--- src/hw/icache_defs.svh ---
// Instruction cache sizes

`ifndef ICACHE_DEFS_SVH
`define ICACHE_DEFS_SVH

// Fetch address width in bits
`define IC_ADDR_WIDTH 32

// Instruction word width in bits
`define IC_INSN_WIDTH 32

// Total cache capacity in bytes
`define IC_CACHE_SIZE 1024

// Bytes per cache line
`define IC_LINE_SIZE 32

`endif

--- src/hw/icache_pkg.sv ---
// Instruction fetch types

`include "icache_defs.svh"

package icache_pkg;

    // Geometry derived from the size macros
    localparam int LINE_WIDTH      = `IC_LINE_SIZE * 8;
    localparam int NUM_LINES       = `IC_CACHE_SIZE / `IC_LINE_SIZE;
    localparam int INDEX_WIDTH     = $clog2(NUM_LINES);
    localparam int OFFSET_WIDTH    = $clog2(`IC_LINE_SIZE);
    localparam int INSN_BYTES      = `IC_INSN_WIDTH / 8;
    localparam int INSN_BYTE_WIDTH = $clog2(INSN_BYTES);
    localparam int WORD_SEL_WIDTH  = OFFSET_WIDTH - INSN_BYTE_WIDTH;
    localparam int WORDS_PER_LINE  = LINE_WIDTH / `IC_INSN_WIDTH;
    localparam int TAG_WIDTH       = `IC_ADDR_WIDTH - INDEX_WIDTH - OFFSET_WIDTH;

    typedef logic [`IC_ADDR_WIDTH-1:0]  addr_t;
    typedef logic [`IC_INSN_WIDTH-1:0]  insn_t;
    typedef logic [LINE_WIDTH-1:0]      line_t;
    typedef logic [TAG_WIDTH-1:0]       tag_t;
    typedef logic [INDEX_WIDTH-1:0]     index_t;
    typedef logic [WORD_SEL_WIDTH-1:0]  word_sel_t;

    // Write port into the cache arrays
    typedef struct packed {
        logic   en;
        index_t index;
        tag_t   tag;
        line_t  line;
    } fill_t;

    // IR stage result
    typedef struct packed {
        logic  valid;
        logic  hit;
        addr_t pc;
        insn_t insn;
    } fetch_rsp_t;

    typedef enum logic [2:0] {
        miss_idle,
        miss_request,
        miss_wait_line,
        miss_fill,
        miss_restart
    } miss_state_t;

endpackage

--- src/hw/fetch_pc_gen.sv ---
// Fetch PC generator

`timescale 1ns/1ns

module fetch_pc_gen (
    input  logic                   clk,
    input  logic                   i_arst_n,

    input  logic                   i_redirect_en,
    input  icache_pkg::addr_t      i_redirect_pc,

    input  logic                   i_stall,
    input  logic                   i_replay,

    input  icache_pkg::fetch_rsp_t i_rsp,
    output logic                   o_lookup_en,
    output icache_pkg::addr_t      o_lookup_addr,

    output logic                   o_insn_valid,
    output icache_pkg::addr_t      o_insn_pc,
    output icache_pkg::insn_t      o_insn
);

    icache_pkg::addr_t pc_r;
    icache_pkg::addr_t pc_it_r;
    icache_pkg::addr_t rewind_pc;
    logic              active_r;
    logic              wait_r;
    // Bit 0 for the lookup in IT, bit 1 for the response now visible
    logic [1:0]        live_r;
    logic              miss_accept;
    logic              kill;

    // Same condition under which the miss unit leaves idle
    assign miss_accept = i_rsp.valid && !i_rsp.hit && !i_stall;
    assign kill        = i_redirect_en || miss_accept;

    // Oldest lookup of the current stream that never completed
    always_comb begin
        if (live_r[1]) begin
            rewind_pc = i_rsp.pc;
        end else if (live_r[0]) begin
            rewind_pc = pc_it_r;
        end else begin
            rewind_pc = pc_r;
        end
    end

    assign o_lookup_en   = active_r && !wait_r;
    assign o_lookup_addr = pc_r;

    always_ff @(posedge clk or negedge i_arst_n) begin
        if (!i_arst_n) begin
            pc_r     <= '0;
            active_r <= 1'b0;
            wait_r   <= 1'b0;
            live_r   <= '0;
        end else begin
            live_r <= {live_r[0] && !kill, o_lookup_en && !kill};
            if (i_redirect_en) begin
                active_r <= 1'b1;
            end
            if (miss_accept) begin
                wait_r <= 1'b1;
            end else if (i_replay) begin
                wait_r <= 1'b0;
            end
            // Redirect wins over both a rewind and a pending replay
            if (i_redirect_en) begin
                pc_r <= i_redirect_pc;
            end else if (miss_accept) begin
                pc_r <= rewind_pc;
            end else if (o_lookup_en) begin
                pc_r <= pc_r + icache_pkg::addr_t'(icache_pkg::INSN_BYTES);
            end
        end
    end

    always_ff @(posedge clk) begin
        pc_it_r <= pc_r;
    end

    assign o_insn_valid = i_rsp.valid && i_rsp.hit && live_r[1] && !i_redirect_en;
    assign o_insn_pc    = i_rsp.pc;
    assign o_insn       = i_rsp.insn;

    // Each replay from the miss unit answers a miss we rewound on
    replay_expected: assert property (
        @(posedge clk) disable iff (!i_arst_n)
        i_replay |-> wait_r
    );

endmodule

--- config.mk ---
export PLATFORM = sky130hd
export DESIGN_NAME = fetch_pc_gen
export DESIGN_NICKNAME = d
export VERILOG_FILES = /design/src/hw/icache_pkg.sv /design/src/hw/fetch_pc_gen.sv
export VERILOG_INCLUDE_DIRS = /design/src /design/src/hw
export SDC_FILE = /design/constraint.sdc
export NUM_CORES = 1
export LEC_CHECK = 0
export ABC_AREA = 1
export BUFFER_PORTS_ARGS = -buffer_cell sky130_fd_sc_hd__buf_2
export CAP_MARGIN = 20
export CORE_ASPECT_RATIO = 1.5
export CORE_MARGIN = 10
export CORE_UTILIZATION = 51
export CTS_CLUSTER_DIAMETER = 50
export DETAILED_ROUTE_END_ITERATION = 16
export PLACE_DENSITY = 0.9
export SETUP_SLACK_MARGIN = 0.02
export SYNTH_ARGS = -nofsm -noshare
export SYNTH_HDL_FRONTEND = slang
export SYNTH_SLANG_ARGS = --single-unit
--- constraint.sdc ---
create_clock -name clk -period 3.7 [get_ports clk]
set_input_delay 0.74 -clock clk [delete_from_list [all_inputs] [get_ports clk]]
set_output_delay 0.74 -clock clk [all_outputs]
set_load 0.005 [all_outputs]
* Word-level counts from Yosys, hierarchy flattened
Cells that the tools add are included.
** Storage, ports and cells
- Memory bits (read-only) :: 0
- Word-level logic and storage cells :: 31
- Input bits :: 103
- Memories kept :: 0
- Output and inout bits :: 98
- Register bits :: 68
- Bits in writable memories :: 0
- Bits in latches :: 0
** Cells by class
- Multiplexer cells :: 7
- Shifts and indexed selects :: 0
- Add/subtract/negate cells :: 1
- Div/mod/pow operators :: 0
- Equal/unequal tests :: 1
- Multiply operators :: 0
- Reduce and logical (&&, ||, !) cells :: 17
- Bitwise gates (word level) :: 0
- Order comparisons :: 0
** Operators with widths (number)
- $mux W32 :: 5
- $add A32 B3 Y32 const B :: 1
- $logic_and A1 B1 Y1 :: 8
- $logic_not A1 Y1 :: 5
- $ne A4 B4 Y1 const B :: 1
- $reduce_bool A3 Y1 :: 1
- $mux W1 :: 2
- $reduce_and A2 Y1 :: 1
- $reduce_bool A2 Y1 :: 1
- $logic_or A1 B1 Y1 :: 1

* Logic depth before layout (Yosys ltp)
- Depth after elaboration :: 6
- Mapped depth :: 10
- Mapped depth without buffers :: 10

* Worst setup path before layout
No wires, ideal clock.
- Path type :: in2reg
- Start point :: in i_stall
- End point :: reg pc_r[29] (netlist: o_lookup_addr[29])
- Stages on the path :: 9
- Arrival time :: 1.667 ns
- Required time :: 3.584 ns
- Buffers on the path :: 1
- Library setup time :: 0.116 ns
- Path slack :: 1.917 ns
- Cells stage by stage :: inv_1 > nand3_4 > nor2_8 > nand2_2 > o21ai_4 > buf_2 > nor2_1 > nand2_1 > nand2_1
** On the way
- Longest elaborated chain between the ends :: 4
- Elaborated cells on any way between the ends :: 7
- Those cells by class :: 1 x eq/ne; 2 x mux; 4 x reduce/logical
** Ends and longest elaborated chain
- start: declaration :: line fetch_pc_gen.sv:12 : input logic i_stall,
- $logic_not A1 Y1 * :: line fetch_pc_gen.sv:35 : assign miss_accept = i_rsp.valid && !i_rsp.hit && !i_stall;
- $logic_and A1 B1 Y1 * :: line fetch_pc_gen.sv:35
- $ne A4 B4 Y1 (no source line), or another cell as far along
- $reduce_and A2 Y1 (no source line) / $mux W32 (equally long branches)
- end signal: assignment :: line fetch_pc_gen.sv:70 : pc_r <= i_redirect_pc;
- end signal: assignment :: line fetch_pc_gen.sv:72 : pc_r <= rewind_pc;
- end signal: assignment :: line fetch_pc_gen.sv:74 : pc_r <= pc_r + icache_pkg::addr_t'(icache_pkg::INSN_BYTES);
- end: declaration :: line fetch_pc_gen.sv:24 : icache_pkg::addr_t pc_r;
Every way passes the cells marked *; elsewhere a longest branch is shown, timed or not.
A chain may end at the register's enable or synchronous reset.

* Final worst setup path
- Start point :: reg live_r[1]
- End point :: reg pc_r[5] (netlist: o_lookup_addr[5])
** On the way
- Longest elaborated chain between the ends :: 3
- Elaborated cells on any way between the ends :: 5
- Those cells by class :: 1 x eq/ne; 3 x mux; 1 x reduce/logical
** Ends and longest elaborated chain
- start: declaration :: line fetch_pc_gen.sv:30 : logic [1:0] live_r;
- start signal: assignment :: line fetch_pc_gen.sv:59 : live_r <= {live_r[0] && !kill, o_lookup_en && !kill};
- $mux W32 :: line fetch_pc_gen.sv:40 : if (live_r[1]) begin
- $mux W32 :: line fetch_pc_gen.sv:71 : end else if (miss_accept) begin
- $mux W32 :: line fetch_pc_gen.sv:69 : if (i_redirect_en) begin
Parallel ways exist; a longest one is shown, timed or not.

==> impl_metrics.py <==
metrics = {
    "status": {
        "status": "finished, final reports clean",
    },
    "timing": {
        "worst_slew_pin_slew_ps": 985.6,
        "setup_viol": 0,
        "tns_ps": 0,
        "layout_min_cycle_time_ps": 2561,
        "drv_slew": 0,
        "slew_headroom_pct": 34.22,
        "fin_worst_skew_ps": 7.311,
        "rsz0062_at_grt": "false",
        "min_period_over_period_pct": 69.21,
        "hold_violations": 0,
        "fmax_mhz": 390.5,
    },
    "clocking": {
        "hold_buffers": 0,
        "clockBufferDepth": 2,
        "cts_resized": 0,
        "cts_root_buffer": "clkbuf_16",
        "worstSkewPairLatency_ps": 330,
        "clkSlewWorstSetupHoldPaths_ps": 60,
        "cts_made_buffers": 9,
        "cts_tree": "done",
        "postCtsSetupBuffers": 0,
        "clock_sinks": 68,
        "cts_max_level": 3,
    },
    "route": {
        "wl_met1_mm": 4.682,
        "route.top_layer_used": "met4",
        "drt_iter0_markers": 296,
        "vias_per_cell": 5.134,
        "vias": 4292,
        "drt_pass1_iterations": 6,
        "ant_nets": 0,
        "wl_mm": 12.73,
        "wire_per_inst_um": 15.22,
        "wl_met3_um": 993,
        "route.detailed.drc": 0,
        "met2_length_mm": 6.610,
    },
    "global_route": {
        "antenna_found_initial": 0,
        "grtUsageTotal_pct": 20.04,
        "grt_pass1_wl_mm": 20.53,
        "grt_pass1_vias": 4422,
        "grt_max_degree": 37,
        "grt.overflow.total": 0,
    },
    "hold_path": {
        "hp-class": "reg2reg",
        "min-delay-start": "o_lookup_addr[0]$_DFFE_PN0P_",
    },
    "pwr": {
        "peakVddDrop_v": 0.0002986,
        "seq_power_share_pct": 43.4,
        "clockPowerShare_pct": 35.3,
        "p_sw_share_pct": 32.21,
        "power_frac_comb_pct": 21.3,
        "internal_power_mw": 1.520,
        "power_density_mw_per_mm2": 461.5,
        "power_mw": 2.242,
        "p_leak_nw": 2.580,
        "p_switching_uw": 722.1,
    },
    "critical_path": {
        "crit_path_max_incr_delay_ps": 850,
        "critPathSlowestCell": "dfrtp_1",
        "arrival_ps": 2780,
        "r2r-start": "live_r[1]$_DFF_PN0_",
        "worstPathMaxFanout": 30,
        "path_cells": "inv_1 -> or2_2 -> o211ai_1 -> nand3_1 -> nand3_1 -> nand2_1",
        "crit_path_start": "live_r[1]$_DFF_PN0_",
        "crit_type": "reg2reg",
        "path_common_cell": "nand3_1",
        "cp-start-kind": "register",
        "endpoint_kind": "register",
        "worstPathRequired_ps": 3920,
    },
    "final_layout": {
        "drive_above_1_share_pct": 24.83,
        "final_util_pct": 58.09,
        "multi_input_area_mm2": 0.001987,
        "finalNetCount": 828,
        "antennaDiodeCount": 0,
        "seq_area_mm2": 0.001541,
        "area_growth_syn_to_layout_pct": 12.49,
        "fillers": 814,
    },
    "floorplanning": {
        "dieArea_mm2": 0.01262,
        "die_height_um": 132.7,
        "rows": 41,
        "die_w_um": 95.13,
        "start_util_pct": 51.64,
        "core_mm2": 0.008362,
        "io_pins": 201,
    },
    "synth": {
        "ys_top_cells_by_area": "dfrtp_1 21%, nand2_1 20%, dfxtp_1 15%, buf_4 11%, nor2_1 6.9%",
        "syn_area_mm2": 0.004318,
        "syn_area_per_cell_um2": 6.582,
        "synthFlopType": "dfrtp_1",
        "syn_nets": 760,
        "yosys.cell_types.count": 32,
        "yosys_warnings": 0,
        "yosysTopAreaCellShare_pct": 20.86,
        "synth.most_common_cell": "nand2_1",
        "synth_commonest_cells": "227 x nand2_1, 79 x nor2_1, 65 x buf_4, 54 x inv_1, 51 x nand3_1",
        "ys_seq_area_share_pct": 35.70,
        "synthArstFlopShare_pct": 52.94,
        "synth_edf_count": 0,
        "ys_ff_latch": 68,
        "yosys.area.top_type": "dfrtp_1",
        "synth_cells": 656,
    },
    "place": {
        "io_buffer_count": 136,
        "gp_congestion": 0.9338,
        "place_hpwl_mm": 9.572,
    },
    "job": {
        "cap_violations": 0,
    },
}
==> cell usage in the layout (no fill, tap or decap), types with 2 or more instances in the layout <==
cell type / instances
a21oi_1: 14
a22oi_1: 2
buf_2: 136
buf_4: 3
clkbuf_16: 9
clkinv_2: 2
clkinvlp_4: 4
dfrtp_1: 36
dfxtp_1: 32
inv_1: 54
mux2i_1: 2
nand2_1: 227
nand2_2: 2
nand3_1: 51
nor2_1: 79
nor2_2: 2
nor3_1: 4
o211ai_1: 3
o21ai_0: 35
o21bai_1: 2
or2_2: 16
xnor2_1: 3
==> registers in the layout, summed over array words and instances, names as in the netlist <==
| register | cells |
|---|---|
| active_r | 1 |
| wait_r | 1 |
| o_lookup_addr | 32 |
| live_r | 2 |
| pc_it_r | 32 |
==> power groups by stage <==
stage | registers, mW | clock network [mW] | logic (mW)
floorplan | 0.952 | 0 | 0.339
global placement | 0.980 | 0 | 0.464
detailed placement | 0.983 | 0 | 0.478
CTS | 0.970 | 0.798 | 0.482
global route | 0.987 | 0.829 | 0.547
finish | 0.972 | 0.792 | 0.478
==> critical path: cells and delay by family, from the launching register on <==
family                 cells  cell delay [ps]
buffers and inverters      1              690
flip-flops                 1              850
AO/OA/AOI/OAI              1              120
AND/OR/NAND/NOR            4              760
==> path summary, 6_finish.rpt <==
path                                                 endpoint  slack (ps)  cells past startpoint
worst max-delay path             o_lookup_addr[5]$_DFFE_PN0P_        1140                      6
worst min-delay path                       pc_it_r[0]$_DFF_P_         410                      0
worst max register to register   o_lookup_addr[5]$_DFFE_PN0P_        1140                      6
worst min register to register             pc_it_r[0]$_DFF_P_         410                      0
max in group asynchronous       o_lookup_addr[31]$_DFFE_PN0P_        2620                      1
min in group asynchronous       o_lookup_addr[15]$_DFFE_PN0P_         530                      1
==> routing by layer <==
layer  up-vias  GRT usage (%)
li1       2107              -
met1      1969          20.28
met2       170          35.74
met3        46          5.493
met4         0          10.27
met5         -              0
==> final cells by class <==
class	instances	area share (%)
inverter	56	4.379
timing repair buffer	139	14.48
clock buffer	10	4.920
sequential	68	31.74
multi-input combinational	450	40.91
tap	107	2.756
clock inverter	6	0.8243
==> cell families (layout without fill, tap and decap cells) <==
| logic type | count (synthesis) | in the layout | synth area share [%] |
|---|---|---|---|
| XOR/XNOR | 3 | 3 | 0.6086 |
| buffers and inverters | 138 | 211 | 18.28 |
| multiplexers | 2 | 2 | 0.4637 |
| AO/OA/AOI/OAI | 59 | 59 | 7.592 |
| AND/OR/NAND/NOR | 385 | 385 | 37.06 |
| adder cells (fa/ha/maj) | 1 | 1 | 0.2897 |
| flip-flops | 68 | 68 | 35.70 |
==> stage by stage <==
step,hold WS [ps],instance area [um^2],worst slack [ps],std cells
finish,410.8,4857,1139,836
global route,422.1,4857,954.5,836
CTS,414.4,4857,1142,836
detailed placement,401.2,4578,1201,820
global placement,388.0,4578,1262,820
floorplan,389.6,4318,1917,656
No activity file was read; power rests on OpenSTA's default activity.
