==> src/hw/icache_defs.svh <==
// Instruction cache sizes

`ifndef ICACHE_DEFS_SVH
`define ICACHE_DEFS_SVH

// Fetch address width in bits
`define IC_ADDR_WIDTH 32

// Instruction word width in bits
`define IC_INSN_WIDTH 32

// Total cache capacity in bytes
`define IC_CACHE_SIZE 1024

// Bytes per cache line
`define IC_LINE_SIZE 32

`endif

==> src/hw/icache_pkg.sv <==
// Instruction fetch types

`include "icache_defs.svh"

package icache_pkg;

    // Geometry derived from the size macros
    localparam int LINE_WIDTH      = `IC_LINE_SIZE * 8;
    localparam int NUM_LINES       = `IC_CACHE_SIZE / `IC_LINE_SIZE;
    localparam int INDEX_WIDTH     = $clog2(NUM_LINES);
    localparam int OFFSET_WIDTH    = $clog2(`IC_LINE_SIZE);
    localparam int INSN_BYTES      = `IC_INSN_WIDTH / 8;
    localparam int INSN_BYTE_WIDTH = $clog2(INSN_BYTES);
    localparam int WORD_SEL_WIDTH  = OFFSET_WIDTH - INSN_BYTE_WIDTH;
    localparam int WORDS_PER_LINE  = LINE_WIDTH / `IC_INSN_WIDTH;
    localparam int TAG_WIDTH       = `IC_ADDR_WIDTH - INDEX_WIDTH - OFFSET_WIDTH;

    typedef logic [`IC_ADDR_WIDTH-1:0]  addr_t;
    typedef logic [`IC_INSN_WIDTH-1:0]  insn_t;
    typedef logic [LINE_WIDTH-1:0]      line_t;
    typedef logic [TAG_WIDTH-1:0]       tag_t;
    typedef logic [INDEX_WIDTH-1:0]     index_t;
    typedef logic [WORD_SEL_WIDTH-1:0]  word_sel_t;

    // Write port into the cache arrays
    typedef struct packed {
        logic   en;
        index_t index;
        tag_t   tag;
        line_t  line;
    } fill_t;

    // IR stage result
    typedef struct packed {
        logic  valid;
        logic  hit;
        addr_t pc;
        insn_t insn;
    } fetch_rsp_t;

    typedef enum logic [2:0] {
        miss_idle,
        miss_request,
        miss_wait_line,
        miss_fill,
        miss_restart
    } miss_state_t;

endpackage

==> src/hw/icache_miss_unit.sv <==
// Instruction cache miss handler

`timescale 1ns/1ns

`include "icache_defs.svh"

module icache_miss_unit (
    input  logic              clk,
    input  logic              i_arst_n,

    input  logic              i_miss_en,
    input  icache_pkg::addr_t i_miss_addr,

    output logic              o_mem_rd_en,
    output icache_pkg::addr_t o_mem_rd_addr,
    input  logic              i_mem_rd_valid,
    input  icache_pkg::line_t i_mem_rd_line,

    output icache_pkg::fill_t o_fill,
    output logic              o_stall,
    output logic              o_replay
);

    icache_pkg::miss_state_t state_r;
    icache_pkg::miss_state_t state_next;

    // Line being fetched
    icache_pkg::tag_t   miss_tag_r;
    icache_pkg::index_t miss_index_r;
    icache_pkg::line_t  line_r;

    always_comb begin
        state_next = state_r;
        case (state_r)
            icache_pkg::miss_idle: begin
                if (i_miss_en) begin
                    state_next = icache_pkg::miss_request;
                end
            end
            icache_pkg::miss_request:   state_next = icache_pkg::miss_wait_line;
            icache_pkg::miss_wait_line: begin
                if (i_mem_rd_valid) begin
                    state_next = icache_pkg::miss_fill;
                end
            end
            icache_pkg::miss_fill:      state_next = icache_pkg::miss_restart;
            icache_pkg::miss_restart:   state_next = icache_pkg::miss_idle;
            default:                    state_next = icache_pkg::miss_idle;
        endcase
    end

    always_ff @(posedge clk or negedge i_arst_n) begin
        if (!i_arst_n) begin
            state_r <= icache_pkg::miss_idle;
        end else begin
            state_r <= state_next;
        end
    end

    // Misses seen while busy are dropped here
    always_ff @(posedge clk) begin
        if (state_r == icache_pkg::miss_idle && i_miss_en) begin
            miss_tag_r   <= i_miss_addr[`IC_ADDR_WIDTH-1 -: icache_pkg::TAG_WIDTH];
            miss_index_r <= i_miss_addr[icache_pkg::OFFSET_WIDTH +: icache_pkg::INDEX_WIDTH];
        end
        if (state_r == icache_pkg::miss_wait_line && i_mem_rd_valid) begin
            line_r <= i_mem_rd_line;
        end
    end

    // Line-aligned request
    assign o_mem_rd_en   = (state_r == icache_pkg::miss_request);
    assign o_mem_rd_addr = {miss_tag_r, miss_index_r, {icache_pkg::OFFSET_WIDTH{1'b0}}};

    always_comb begin
        o_fill.en    = (state_r == icache_pkg::miss_fill);
        o_fill.index = miss_index_r;
        o_fill.tag   = miss_tag_r;
        o_fill.line  = line_r;
    end

    assign o_stall  = (state_r != icache_pkg::miss_idle);
    assign o_replay = (state_r == icache_pkg::miss_restart);

    mem_rd_single: assert property (
        @(posedge clk) disable iff (!i_arst_n)
        o_mem_rd_en |=> !o_mem_rd_en
    );

    // Memory answers only the request we are waiting on
    mem_rsp_expected: assert property (
        @(posedge clk) disable iff (!i_arst_n)
        i_mem_rd_valid |-> (state_r == icache_pkg::miss_wait_line)
    );

endmodule

==> config.mk <==
export PLATFORM = sky130hd
export DESIGN_NAME = icache_miss_unit
export DESIGN_NICKNAME = d
export VERILOG_FILES = /design/src/hw/icache_pkg.sv /design/src/hw/icache_miss_unit.sv
export VERILOG_INCLUDE_DIRS = /design/src /design/src/hw
export SDC_FILE = /design/constraint.sdc
export NUM_CORES = 1
export LEC_CHECK = 0
export BUFFER_PORTS_ARGS = -buffer_cell sky130_fd_sc_hd__buf_2
export CELL_PAD_IN_SITES_DETAIL_PLACEMENT = 0
export CELL_PAD_IN_SITES_GLOBAL_PLACEMENT = 1
export CORE_AREA = 4 4 233 235
export CTS_CLUSTER_SIZE = 24
export DETAILED_ROUTE_END_ITERATION = 8
export DIE_AREA = 0 0 237 239
export GPL_TIMING_DRIVEN = 0
export PLACE_DENSITY_LB_ADDON = 0.1
export SYNTH_ARGS = -nofsm -noshare
export SYNTH_HDL_FRONTEND = slang
export SYNTH_SLANG_ARGS = --single-unit
==> constraint.sdc <==
create_clock -name clk -period 38.7 [get_ports clk]
set_input_delay 3.87 -clock clk [delete_from_list [all_inputs] [get_ports clk]]
set_output_delay 3.87 -clock clk [all_outputs]
set_load 0.02 [all_outputs]
# Word-level counts from Yosys, hierarchy flattened
# Cells that the tools add are included.
dict set report totals {
  ff_bits 286
  output_inout_bits 319
  input_bits 292
  memories 0
  ram_bits 0
  latchBits 0
  rom_bits 0
  elab_cells 18
}
dict set report op_classes {
  bitwise_logic 0
  eq_ne 6
  div 0
  reduce_logical 5
  order_cmp 0
  mux 3
  n_addsub 0
  shift 0
  multipliers 0
}
# op n
set op_table {}
lappend op_table {{$pmux W3 S4} 1}
lappend op_table {{$eq A3 B2 Y1 const B} 2}
lappend op_table {{$mux W3} 2}
lappend op_table {{$ne A2 B2 Y1 const B} 2}
lappend op_table {{$eq A3 B1 Y1 const B} 1}
lappend op_table {{$eq A3 B3 Y1 const B} 1}
lappend op_table {{$logic_not A3 Y1} 1}
lappend op_table {{$reduce_bool A3 Y1} 1}
lappend op_table {{$logic_and A1 B1 Y1} 2}
lappend op_table {{$reduce_and A2 Y1} 1}

# Depth between registers and ports, before layout
# Gate-level depths: netlist of run 1.
dict set report logic_depth {
  word_depth 3
  depth_mapped 3
  depth_no_buf 2
}

# Worst setup path after synthesis of run 1
# OpenSTA, ideal clock, no wires.
dict set report synth_timing {
  kind {input port to flip-flop}
  startpoint {in i_mem_rd_valid}
  endpoint {reg line_r[0] (enable)}
  required_ns 37.189
  arrival_ns 27.871
  stages 1
  slack_ns 9.318
  setup_time_ns 1.511
  path_buffers 0
  cell_sequence {nor4bb_1}
}
dict set report synth_between {
  elab_chain_cells 1
}
# element line
set synth_lines {}
lappend synth_lines {{start, declared} icache_miss_unit.sv:16} ;# input logic i_mem_rd_valid,
lappend synth_lines {{$logic_and A1 B1 Y1} icache_miss_unit.sv:66} ;# if (state_r == icache_pkg::miss_wait_line && i_mem_rd_valid) begin
lappend synth_lines {{end signal, assigned} icache_miss_unit.sv:67} ;# line_r <= i_mem_rd_line;
lappend synth_lines {{end, declared} icache_miss_unit.sv:30} ;# icache_pkg::line_t line_r;
# No other way between the ends.
# A chain may end at the register's enable or synchronous reset.

# Worst setup path after layout of run 1
dict set report layout_timing {
  startpoint {in i_mem_rd_valid}
  endpoint {reg line_r[200] (enable)}
}
# Same word-level chain as after synthesis.

==> qor.yml, run 1 <==
cp.required_ns: 38.93
start_util_pct: 17.10
finalSetupTns_ns: 0
synthCells: 333
min_period_over_period_pct: 14.26
fin_util_pct: 27.18
synth_top_area_cell: "edfxtp_1"
grt_use_met2_pct: 19.57
synth.most_common_cell: "edfxtp_1"
relSlewSlack_pct: 46.35
first_pass_iters: 4
cts-root-buf: "clkbuf_16"
vias_per_cell: 3.355
grt_busiest_layer: "met2"
grt_max_degree: 28
via_count: 5741
grt_usage_pct: 11.05
grt_pass1_wl_mm: 44.59
synth_seq_cells: 286
cts_max_path_buffers: 3
io_pins: 611
fp-row-count: 84
finalPower_w: 0.0009719
max-vdd-ir-drop_uv: 30.03
netlist_area_mm2: 0.008930
p_int_w: 0.0006762
status: "finished, final reports clean"
worst-r2r-setup-slack_ns: 36.10
rsz0062_at_grt: "no"
placed_cells: 1647
wirelength_mm: 33.32
ant_nets: 0
final_hold_viol_count: 0
netlist.area_leader.share_pct: 95.17
drv_cap: 0
yosys.area_share.simple_pct: 0.7987
clock_latency_ns: 0.53
ys.warnings.count: 0
h-tree-depth: 2
r2r_end: "line_r[200]"
nets: 1289
drive_gt1_share_pct: 69.09
r2r-start: "state_r[2]"
die_y_um: 239
cp-startpoint: "i_mem_rd_valid"
grt_pass1_vias: 5877
ys_types: 15
synth_ff_type: "edfxtp_1"
critical_path_arrival_ns: 5.75
fin_crit_ns: 5.518
drt_iter0_drc: 181
p_switching_w: 0.0002957
worstSetupEndpointType: "flip-flop"
p_per_area_mw_per_mm2: 68.46
synthMuxAreaShare_pct: 0.1121
drv_slew: 0
p_clk_share_pct: 32.4
clock-sinks: 286
wl_per_cell_um: 19.47
fin_skew_ns: 0.01756
synth_compound_area_share_pct: 0
synth-xor-area-share_pct: 0.09808
fmax_ghz: 0.1812
grtUsageMet3_pct: 6.218
yosys.area_share.adder_pct: 0
routabilityCongestion: 0.7166
switching_share_pct: 30.42
p_leak_nw: 5.898
power_frac_comb_pct: 23.4
path_max_fanout: 14
clk_pin_slew_ns: 0.06
worstMarginPinSlew_ns: 0.8029
area_delta_synth_final_pct: 58.97
synth-edff-count: 283
holdCritPathClass: "reg -> reg"
cts_made_buffers: 36
die_area_mm2: 0.05664
yosysSeqAreaShare_pct: 96.01
crit_end: "line_r[200]"
post-route-drc-count: 0
rr_worst_depth: 7
grtUsageMet1_pct: 11.20
cts_resized: 0
avgSynthCellArea_um2: 26.82
async_flop_share_pct: 1.049
setup_viol: 0
tritoncts: "built"
seqPwrFrac_pct: 44.2
worstSetupPathType: "in -> reg"
port_buffers: 600
hold_buffers: 0
layout.cells.non_filler: 1711
worst_setup_path_start_kind: "input port"
post_cts_buffers: 0
die_w_um: 237
grt_overflow_total: 0
yosys-top-cells-area: "edfxtp_1, buf_4, dfrtp_1"
dp_hpwl_mm: 27.16
synth.top_cells.by_count: "edfxtp_1, buf_4, dfrtp_1"
synth_top_family_by_area: "buffers and inverters"
core_mm2: 0.05224
antenna_found_initial: 15
registers in the layout, indices dropped and copies added, names as in the netlist:
name,count
state_r,3
line_r,256
miss_index_r,5
miss_tag_r,22
layout by cell type, fill, tap and decap left out, drive strengths merged, types with 2 or more instances in the layout:
master,instances
nor3b,2
clkinv,10
diode,4
conb,5
bufinv,2
clkbuf,47
buf,656
and3b,2
nor2,2
dfrtp,3
edfxtp,283
cell families after synthesis:
group                     count (synthesis)
muxes                                     1
buffers and inverters                    35
and+or+nand+nor                           9
other                                     1
xor gates and xnor gates                  1
DFF                                     286
power groups by stage:
stage	clock network (W)	logic, W	registers, W
2_1_floorplan	0	0.0000502	0.000560
3_3_place_gp	0	0.000216	0.000529
3_5_place_dp	0	0.000235	0.000436
4_1_cts	0.000332	0.000235	0.000431
5_1_grt	0.000344	0.000243	0.000435
6_report	0.000315	0.000228	0.000429
layer usage:
metal  part of all wire (%)  vias to the layer above
met5                   0.31                        -
met4                    2.3                       16
met3                     12                       63
met2                     52                      315
met1                     34                     2724
li1                       -                     2623
final cells by class:
cell class | instances | area, µm²
Fill cell | 5442 | 38040
Sequential cell | 286 | 8573
Timing Repair Buffer | 622 | 3288
Clock buffer | 47 | 963.4
Tap cell | 688 | 860.8
Buffer | 34 | 259.0
Multi-Input combinational cell | 16 | 128.9
Clock inverter | 13 | 108.9
Antenna cell | 4 | 10.01
Inverter | 1 | 3.754
worst max-delay path, cell delays in order:
cell and delay, ns:
buf_2 0.09, nor4bb_4 0.58, buf_8 0.23, buf_6 0.20, buf_8 0.17, buf_6 0.20, buf_6 0.20, buf_6 0.17
stage by stage:
stage | setup slack, ns | hold WS, ns | instance area [µm²]
floorplan | 9.318 | 0.4967 | 8945
global placement | -5.941 | 0.5636 | 12810
detailed placement | 32.59 | 0.6232 | 13110
CTS | 33.12 | 0.6341 | 14190
global route | 33.06 | 0.6679 | 14190
finish | 33.18 | 0.6237 | 14200
worst min path at each step:
| stage | from | end | slack, ns | cells after the start |
|---|---|---|---|---|
| 6_report | state_r[2] | state_r[1] | 0.62 | 1 |
| 5_1_grt | state_r[2] | state_r[1] | 0.67 | 1 |
| 4_1_cts | state_r[2] | state_r[1] | 0.63 | 1 |
| 3_5_place_dp | state_r[2] | state_r[1] | 0.62 | 1 |
| 3_3_place_gp | state_r[2] | state_r[1] | 0.56 | 1 |
| 2_1_floorplan | state_r[2] | state_r[1] | 0.50 | 1 |
Power figures use the tool's default switching activity.
==> run 2: changes to the inputs <==
ABC_AREA = 1   (was unset)
CORE_AREA = 4 4 234 236   (was 4 4 233 235)
DIE_AREA = 0 0 238 240   (was 0 0 237 239)
clock period = 4.64 ns   (was 38.7 ns; I/O delays follow)
==> qor.yml, run 2 <==
holdCritPathClass: "in -> reg"
worst-r2r-setup-slack_ns: 2.22
yosysSeqAreaShare_pct: 96.28
synth_seq_cells: 286
layout_common_cells: "buf_2, edfxtp_1, clkbuf_16, buf_4, clkinv_1"
avgSynthCellArea_um2: 26.50
cts_max_path_buffers: 3
finalPower_w: 0.007841
critical_path_arrival_ns: 2.64
clock-sinks: 286
fp-row-count: 84
drv_slew: 0
whs_endpoint: "line_r[252]"
io_pins: 611
largest_reg_flops: 256
p_per_area_mw_per_mm2: 558.0
place_ws_ns: 2.153
synth.top_cells.by_count: "edfxtp_1, buf_4, nand2_1"
synth_ff_type: "edfxtp_1"
synth_top_area_cell: "edfxtp_1"
fin_crit_ns: 2.423
antenna_found_initial: 9
final-seq-area_mm2: 0.008573
r2r-start: "state_r[2]"
whs_ns: 0.1104
crit_buf_inv: 4
rsz0062_at_grt: "no"
cts_made_buffers: 37
synth.most_common_cell: "edfxtp_1"
holdPathStages: 1
h-tree-depth: 2
rr_worst_depth: 6
status: "finished, final reports clean"
worstSetupEndpointType: "flip-flop"
largestRegisters: "line_r: 256 flops, miss_tag_r: 22 flops, miss_index_r: 5 flops"
core_mm2: 0.05245
final_hold_viol_count: 0
crit_chain: "nor2_4 > nand3_2 > clkinvlp_4 > buf_12 > buf_12 > buf_12"
r2r_end: "line_r[94]"
die_area_mm2: 0.05712
ys.warnings.count: 0
fin_util_pct: 26.79
start_util_pct: 16.98
vias_per_cell: 3.384
tritoncts: "built"
die_y_um: 240
relSlewSlack_pct: 24.14
die_w_um: 238
final_common_cell: "buf_2"
clock_latency_ns: 0.53
grt_pass1_wl_mm: 43.61
setup_viol: 0
cts-root-buf: "clkbuf_16"
wl_per_cell_um: 19.14
fin_skew_ns: 0.01213
cts_resized: 0
layout.cells.non_filler: 1701
largest_register: "line_r"
post-route-drc-count: 0
synthCells: 336
port_buffers: 600
routabilityCongestion: 0.7454
area_delta_synth_final_pct: 57.79
worst_setup_path_start_kind: "flip-flop"
async_flop_share_pct: 1.049
crit_slowest_cell: "clkinvlp_4"
netlist_area_mm2: 0.008905
placed_cells: 1635
path_max_fanout: 36
max-vdd-ir-drop_uv: 203.9
drt_iter0_drc: 201
grt_pass1_vias: 5978
critPathTopFamily: "buffers and inverters"
first_pass_iters: 4
post_cts_buffers: 0
grt_overflow_total: 0
grt_usage_pct: 10.63
yosys-top-cells-area: "edfxtp_1, buf_4, dfrtp_1"
wirelength_mm: 32.56
fill_cells: 5527
drv_cap: 0
critical_path.most_common_cell: "buf_12"
ant_nets: 0
worstSetupPathType: "reg -> reg"
nets: 1279
hp-start: "i_mem_rd_line[252]"
worstMarginPinSlew_ns: 1.137
critPathMaxStageDelay_ns: 0.52
grt_max_degree: 40
ys_types: 11
min_period_over_period_pct: 52.23
fmax_ghz: 0.4126
dp_hpwl_mm: 26.01
synth-edff-count: 283
clk_pin_slew_ns: 0.06
cp.required_ns: 4.86
netlist.area_leader.share_pct: 95.43
multiInputGateArea_um2: 92.59
via_count: 5757
setup_ws_ns: 2.217
drive_gt1_share_pct: 68.28
p_leak_nw: 5.825
run 2: area by class of cell:
class	count	area share [%]
Tap cell	688	6.126
Inverter	3	0.1069
Clock buffer	43	6.750
Timing Repair Buffer	608	22.44
Multi-Input combinational cell	18	0.6589
Clock inverter	21	1.122
Buffer	33	1.763
Sequential cell	286	61.02
Antenna cell	1	0.01781
run 2: worst max path at each step:
stage | slack (ns) | end | depth (start not counted) | startpoint
floorplan | -0.14 | line_r[0] | 3 | state_r[2]
global placement | -2.67 | line_r[84] | 3 | i_mem_rd_valid
detailed placement | 2.15 | line_r[106] | 6 | state_r[2]
CTS | 2.15 | line_r[0] | 6 | state_r[2]
global route | 2.04 | line_r[0] | 6 | state_r[2]
finish | 2.22 | line_r[94] | 6 | state_r[2]
run 2: logic make-up (layout without fill, tap and decap cells):
group,after synthesis,after routing,synth area share [%]
flops,286,286,96.28
other cells,1,6,0.04211
compound gates,1,1,0.05615
buf+inv,36,708,2.909
simple gates,12,12,0.7166
run 2: report_power, final:
group | switching [W] | internal [W] | total, W
combinational | 0.00116 | 0.000504 | 0.00166
clock | 0.00109 | 0.00157 | 0.00266
sequential | 0.000120 | 0.00341 | 0.00353
run 2: repair_timing:
item / in CTS / in global routing
hold buffers: 1 / 0
setup endpoints to repair: 0 / 0
endpoints found under the hold margin: 3 / 0
run 2: per-layer routing:
metal | part of all wire [%] | GRT usage, %
met1 | 32 | 10.07
met4 | 2.8 | 3.641
met5 | 0.24 | 0
met3 | 12 | 6.068
met2 | 53 | 19.30
run 2: per-stage QoR:
stage | setup TNS [ns] | area [µm²]
floorplan | -36.19 | 8929
finish | 0 | 14050
CTS | 0 | 14050
global route | 0 | 14050
global placement | -674.40 | 12790
detailed placement | 0 | 12930
==> run 3: changes to the inputs <==
ABC_AREA = 0   (was 1)
CORE_AREA = 4 4 237 239   (was 4 4 234 236)
DIE_AREA = 0 0 241 243   (was 0 0 238 240)
clock period = 2.5 ns   (was 4.64 ns; I/O delays follow)
==> qor.yml, run 3 (synthesis results as in run 1) <==
status: "finished, final reports clean"
grt_pass1_vias: 7390
antenna_found_initial: 3
r2r-start: "state_r[2]"
grtUsageMet3_pct: 4.949
h-tree-depth: 2
grt_max_degree: 28
grt_usage_pct: 11.13
worstMarginPinSlew_ns: 0.8485
path_max_fanout: 14
place_ws_ns: -0.2208
cts-root-buf: "clkbuf_16"
grt_busiest_layer: "met2"
grt_use_met2_pct: 20.90
worstSetupPathType: "reg -> reg"
io_pins: 611
grt_overflow_total: 0
p_per_area_mw_per_mm2: 907.0
worstSetupEndpointType: "flip-flop"
critical_path_arrival_ns: 2.52
grt_pass1_wl_mm: 48.15
routabilityCongestion: 0.7335
wirelength_mm: 34.50
via_count: 6783
crit_chain: "nor4bb_4 > buf_6 > buf_6 > buf_8 > buf_8 > buf_6 > buf_8 > buf_6"
worst_setup_path_start_kind: "flip-flop"
die_y_um: 243
first_pass_iters: 4
p_leak_nw: 7.106
cts_made_buffers: 37
die_w_um: 241
rsz0062_at_grt: "no"
die_area_mm2: 0.05856
nets: 1578
critical_path.most_common_cell: "buf_6"
start_util_pct: 16.59
fmax_ghz: 0.4375
holdCritPathClass: "in -> reg"
largestRegisters: "line_r: 256 flops, miss_tag_r: 22 flops, miss_index_r: 5 flops"
fin_skew_ns: 0.01712
relSlewSlack_pct: 43.30
fin_crit_ns: 2.286
fill_cells: 5508
drive_gt1_share_pct: 54.08
fp-row-count: 85
port_buffers: 600
clock-sinks: 286
drt_iter0_drc: 194
setup_viol: 0
area_delta_synth_final_pct: 91.44
min_period_over_period_pct: 91.42
final_hold_viol_count: 0
final_common_cell: "buf_2"
ant_nets: 0
drv_cap: 0
placed_cells: 1656
cp-startpoint: "state_r[2]"
cp.required_ns: 2.73
cts_max_path_buffers: 3
clk_pin_slew_ns: 0.05
layout.cells.non_filler: 2008
clock_latency_ns: 0.52
critPathMaxStageDelay_ns: 0.46
core_mm2: 0.05381
fin_util_pct: 31.77
critPathTopFamily: "buffers and inverters"
tritoncts: "built"
vias_per_cell: 3.378
crit_buf_inv: 7
largest_reg_flops: 256
drv_slew: 0
crit_slowest_cell: "dfrtp_2"
largest_register: "line_r"
wl_per_cell_um: 17.18
setup_ws_ns: 0.2145
post-route-drc-count: 0
dp_hpwl_mm: 26.90
hp-start: "i_miss_en"
grtUsageMet1_pct: 10.76
max-vdd-ir-drop_uv: 578.0
layout_common_cells: "buf_2, dlygate4sd3_1, edfxtp_1, clkbuf_16, buf_4"
run 3: stage by stage:
step	hold slack [ns]	power (W)	TNS, ns	cell area (µm²)
after global placement	0.05821	0.008488	-2973.35	12830
after global routing	0.05208	0.01634	0	17090
after detailed placement	0.06203	0.01041	-3.296	13140
after CTS	0.006385	0.01590	0	17080
final	0.05577	0.01551	0	17100
after floorplan	-0.04559	0.008159	-1704.89	8961
run 3: worst register-to-register path: stages (launching register included):
cell and delay (ns):
dfrtp_2 0.46, nor4bb_4 0.34, buf_6 0.14, buf_6 0.14, buf_8 0.17, buf_8 0.18, buf_6 0.20, buf_8 0.19
buf_6 0.18
run 3: layout make-up:
| cell class | instances | area [µm²] | area share [%] |
|---|---|---|---|
| Sequential cell | 286 | 8576 | 50.16 |
| Clock inverter | 11 | 100.1 | 0.5855 |
| Timing Repair Buffer | 910 | 6168 | 36.08 |
| Clock buffer | 53 | 985.9 | 5.767 |
| Antenna cell | 1 | 2.502 | 0.01464 |
| Buffer | 34 | 259.0 | 1.515 |
| Multi-Input combinational cell | 16 | 128.9 | 0.7539 |
| Inverter | 1 | 3.754 | 0.02196 |
| Tap cell | 696 | 870.8 | 5.094 |
run 3: power breakdown:
| part | internal [W] | switching [W] | total [W] |
|---|---|---|---|
| Clock | 0.00293 | 0.00197 | 0.00490 |
| Sequential | 0.00642 | 0.000249 | 0.00667 |
| Combinational | 0.00148 | 0.00246 | 0.00394 |
run 3: timing repair:
action,4_1_cts,5_1_grt
setup buffers,1,2
endpoints found under the hold margin,286,0
endpoints found under the setup margin,37,10
resized for setup,0,1
hold buffers,284,0
pin swaps,1,0
run 3: path summary, 6_finish.rpt:
kind / endpoint / slack [ns] / depth (start not counted)
setup reg to reg: line_r[68] / 0.21 / 8
min in group asynchronous: state_r[1] / 0.10 / 2
hold reg to reg: state_r[1] / 0.54 / 1
hold / removal: state_r[0] / 0.06 / 3
max in group asynchronous: state_r[0] / 2.26 / 2
setup / recovery: line_r[68] / 0.21 / 8
run 3: layer usage:
metal	routed length, µm	part of all wire [%]
met5	27	0.078
met2	18350	53
met3	3498	10
met4	988	2.9
met1	11640	34
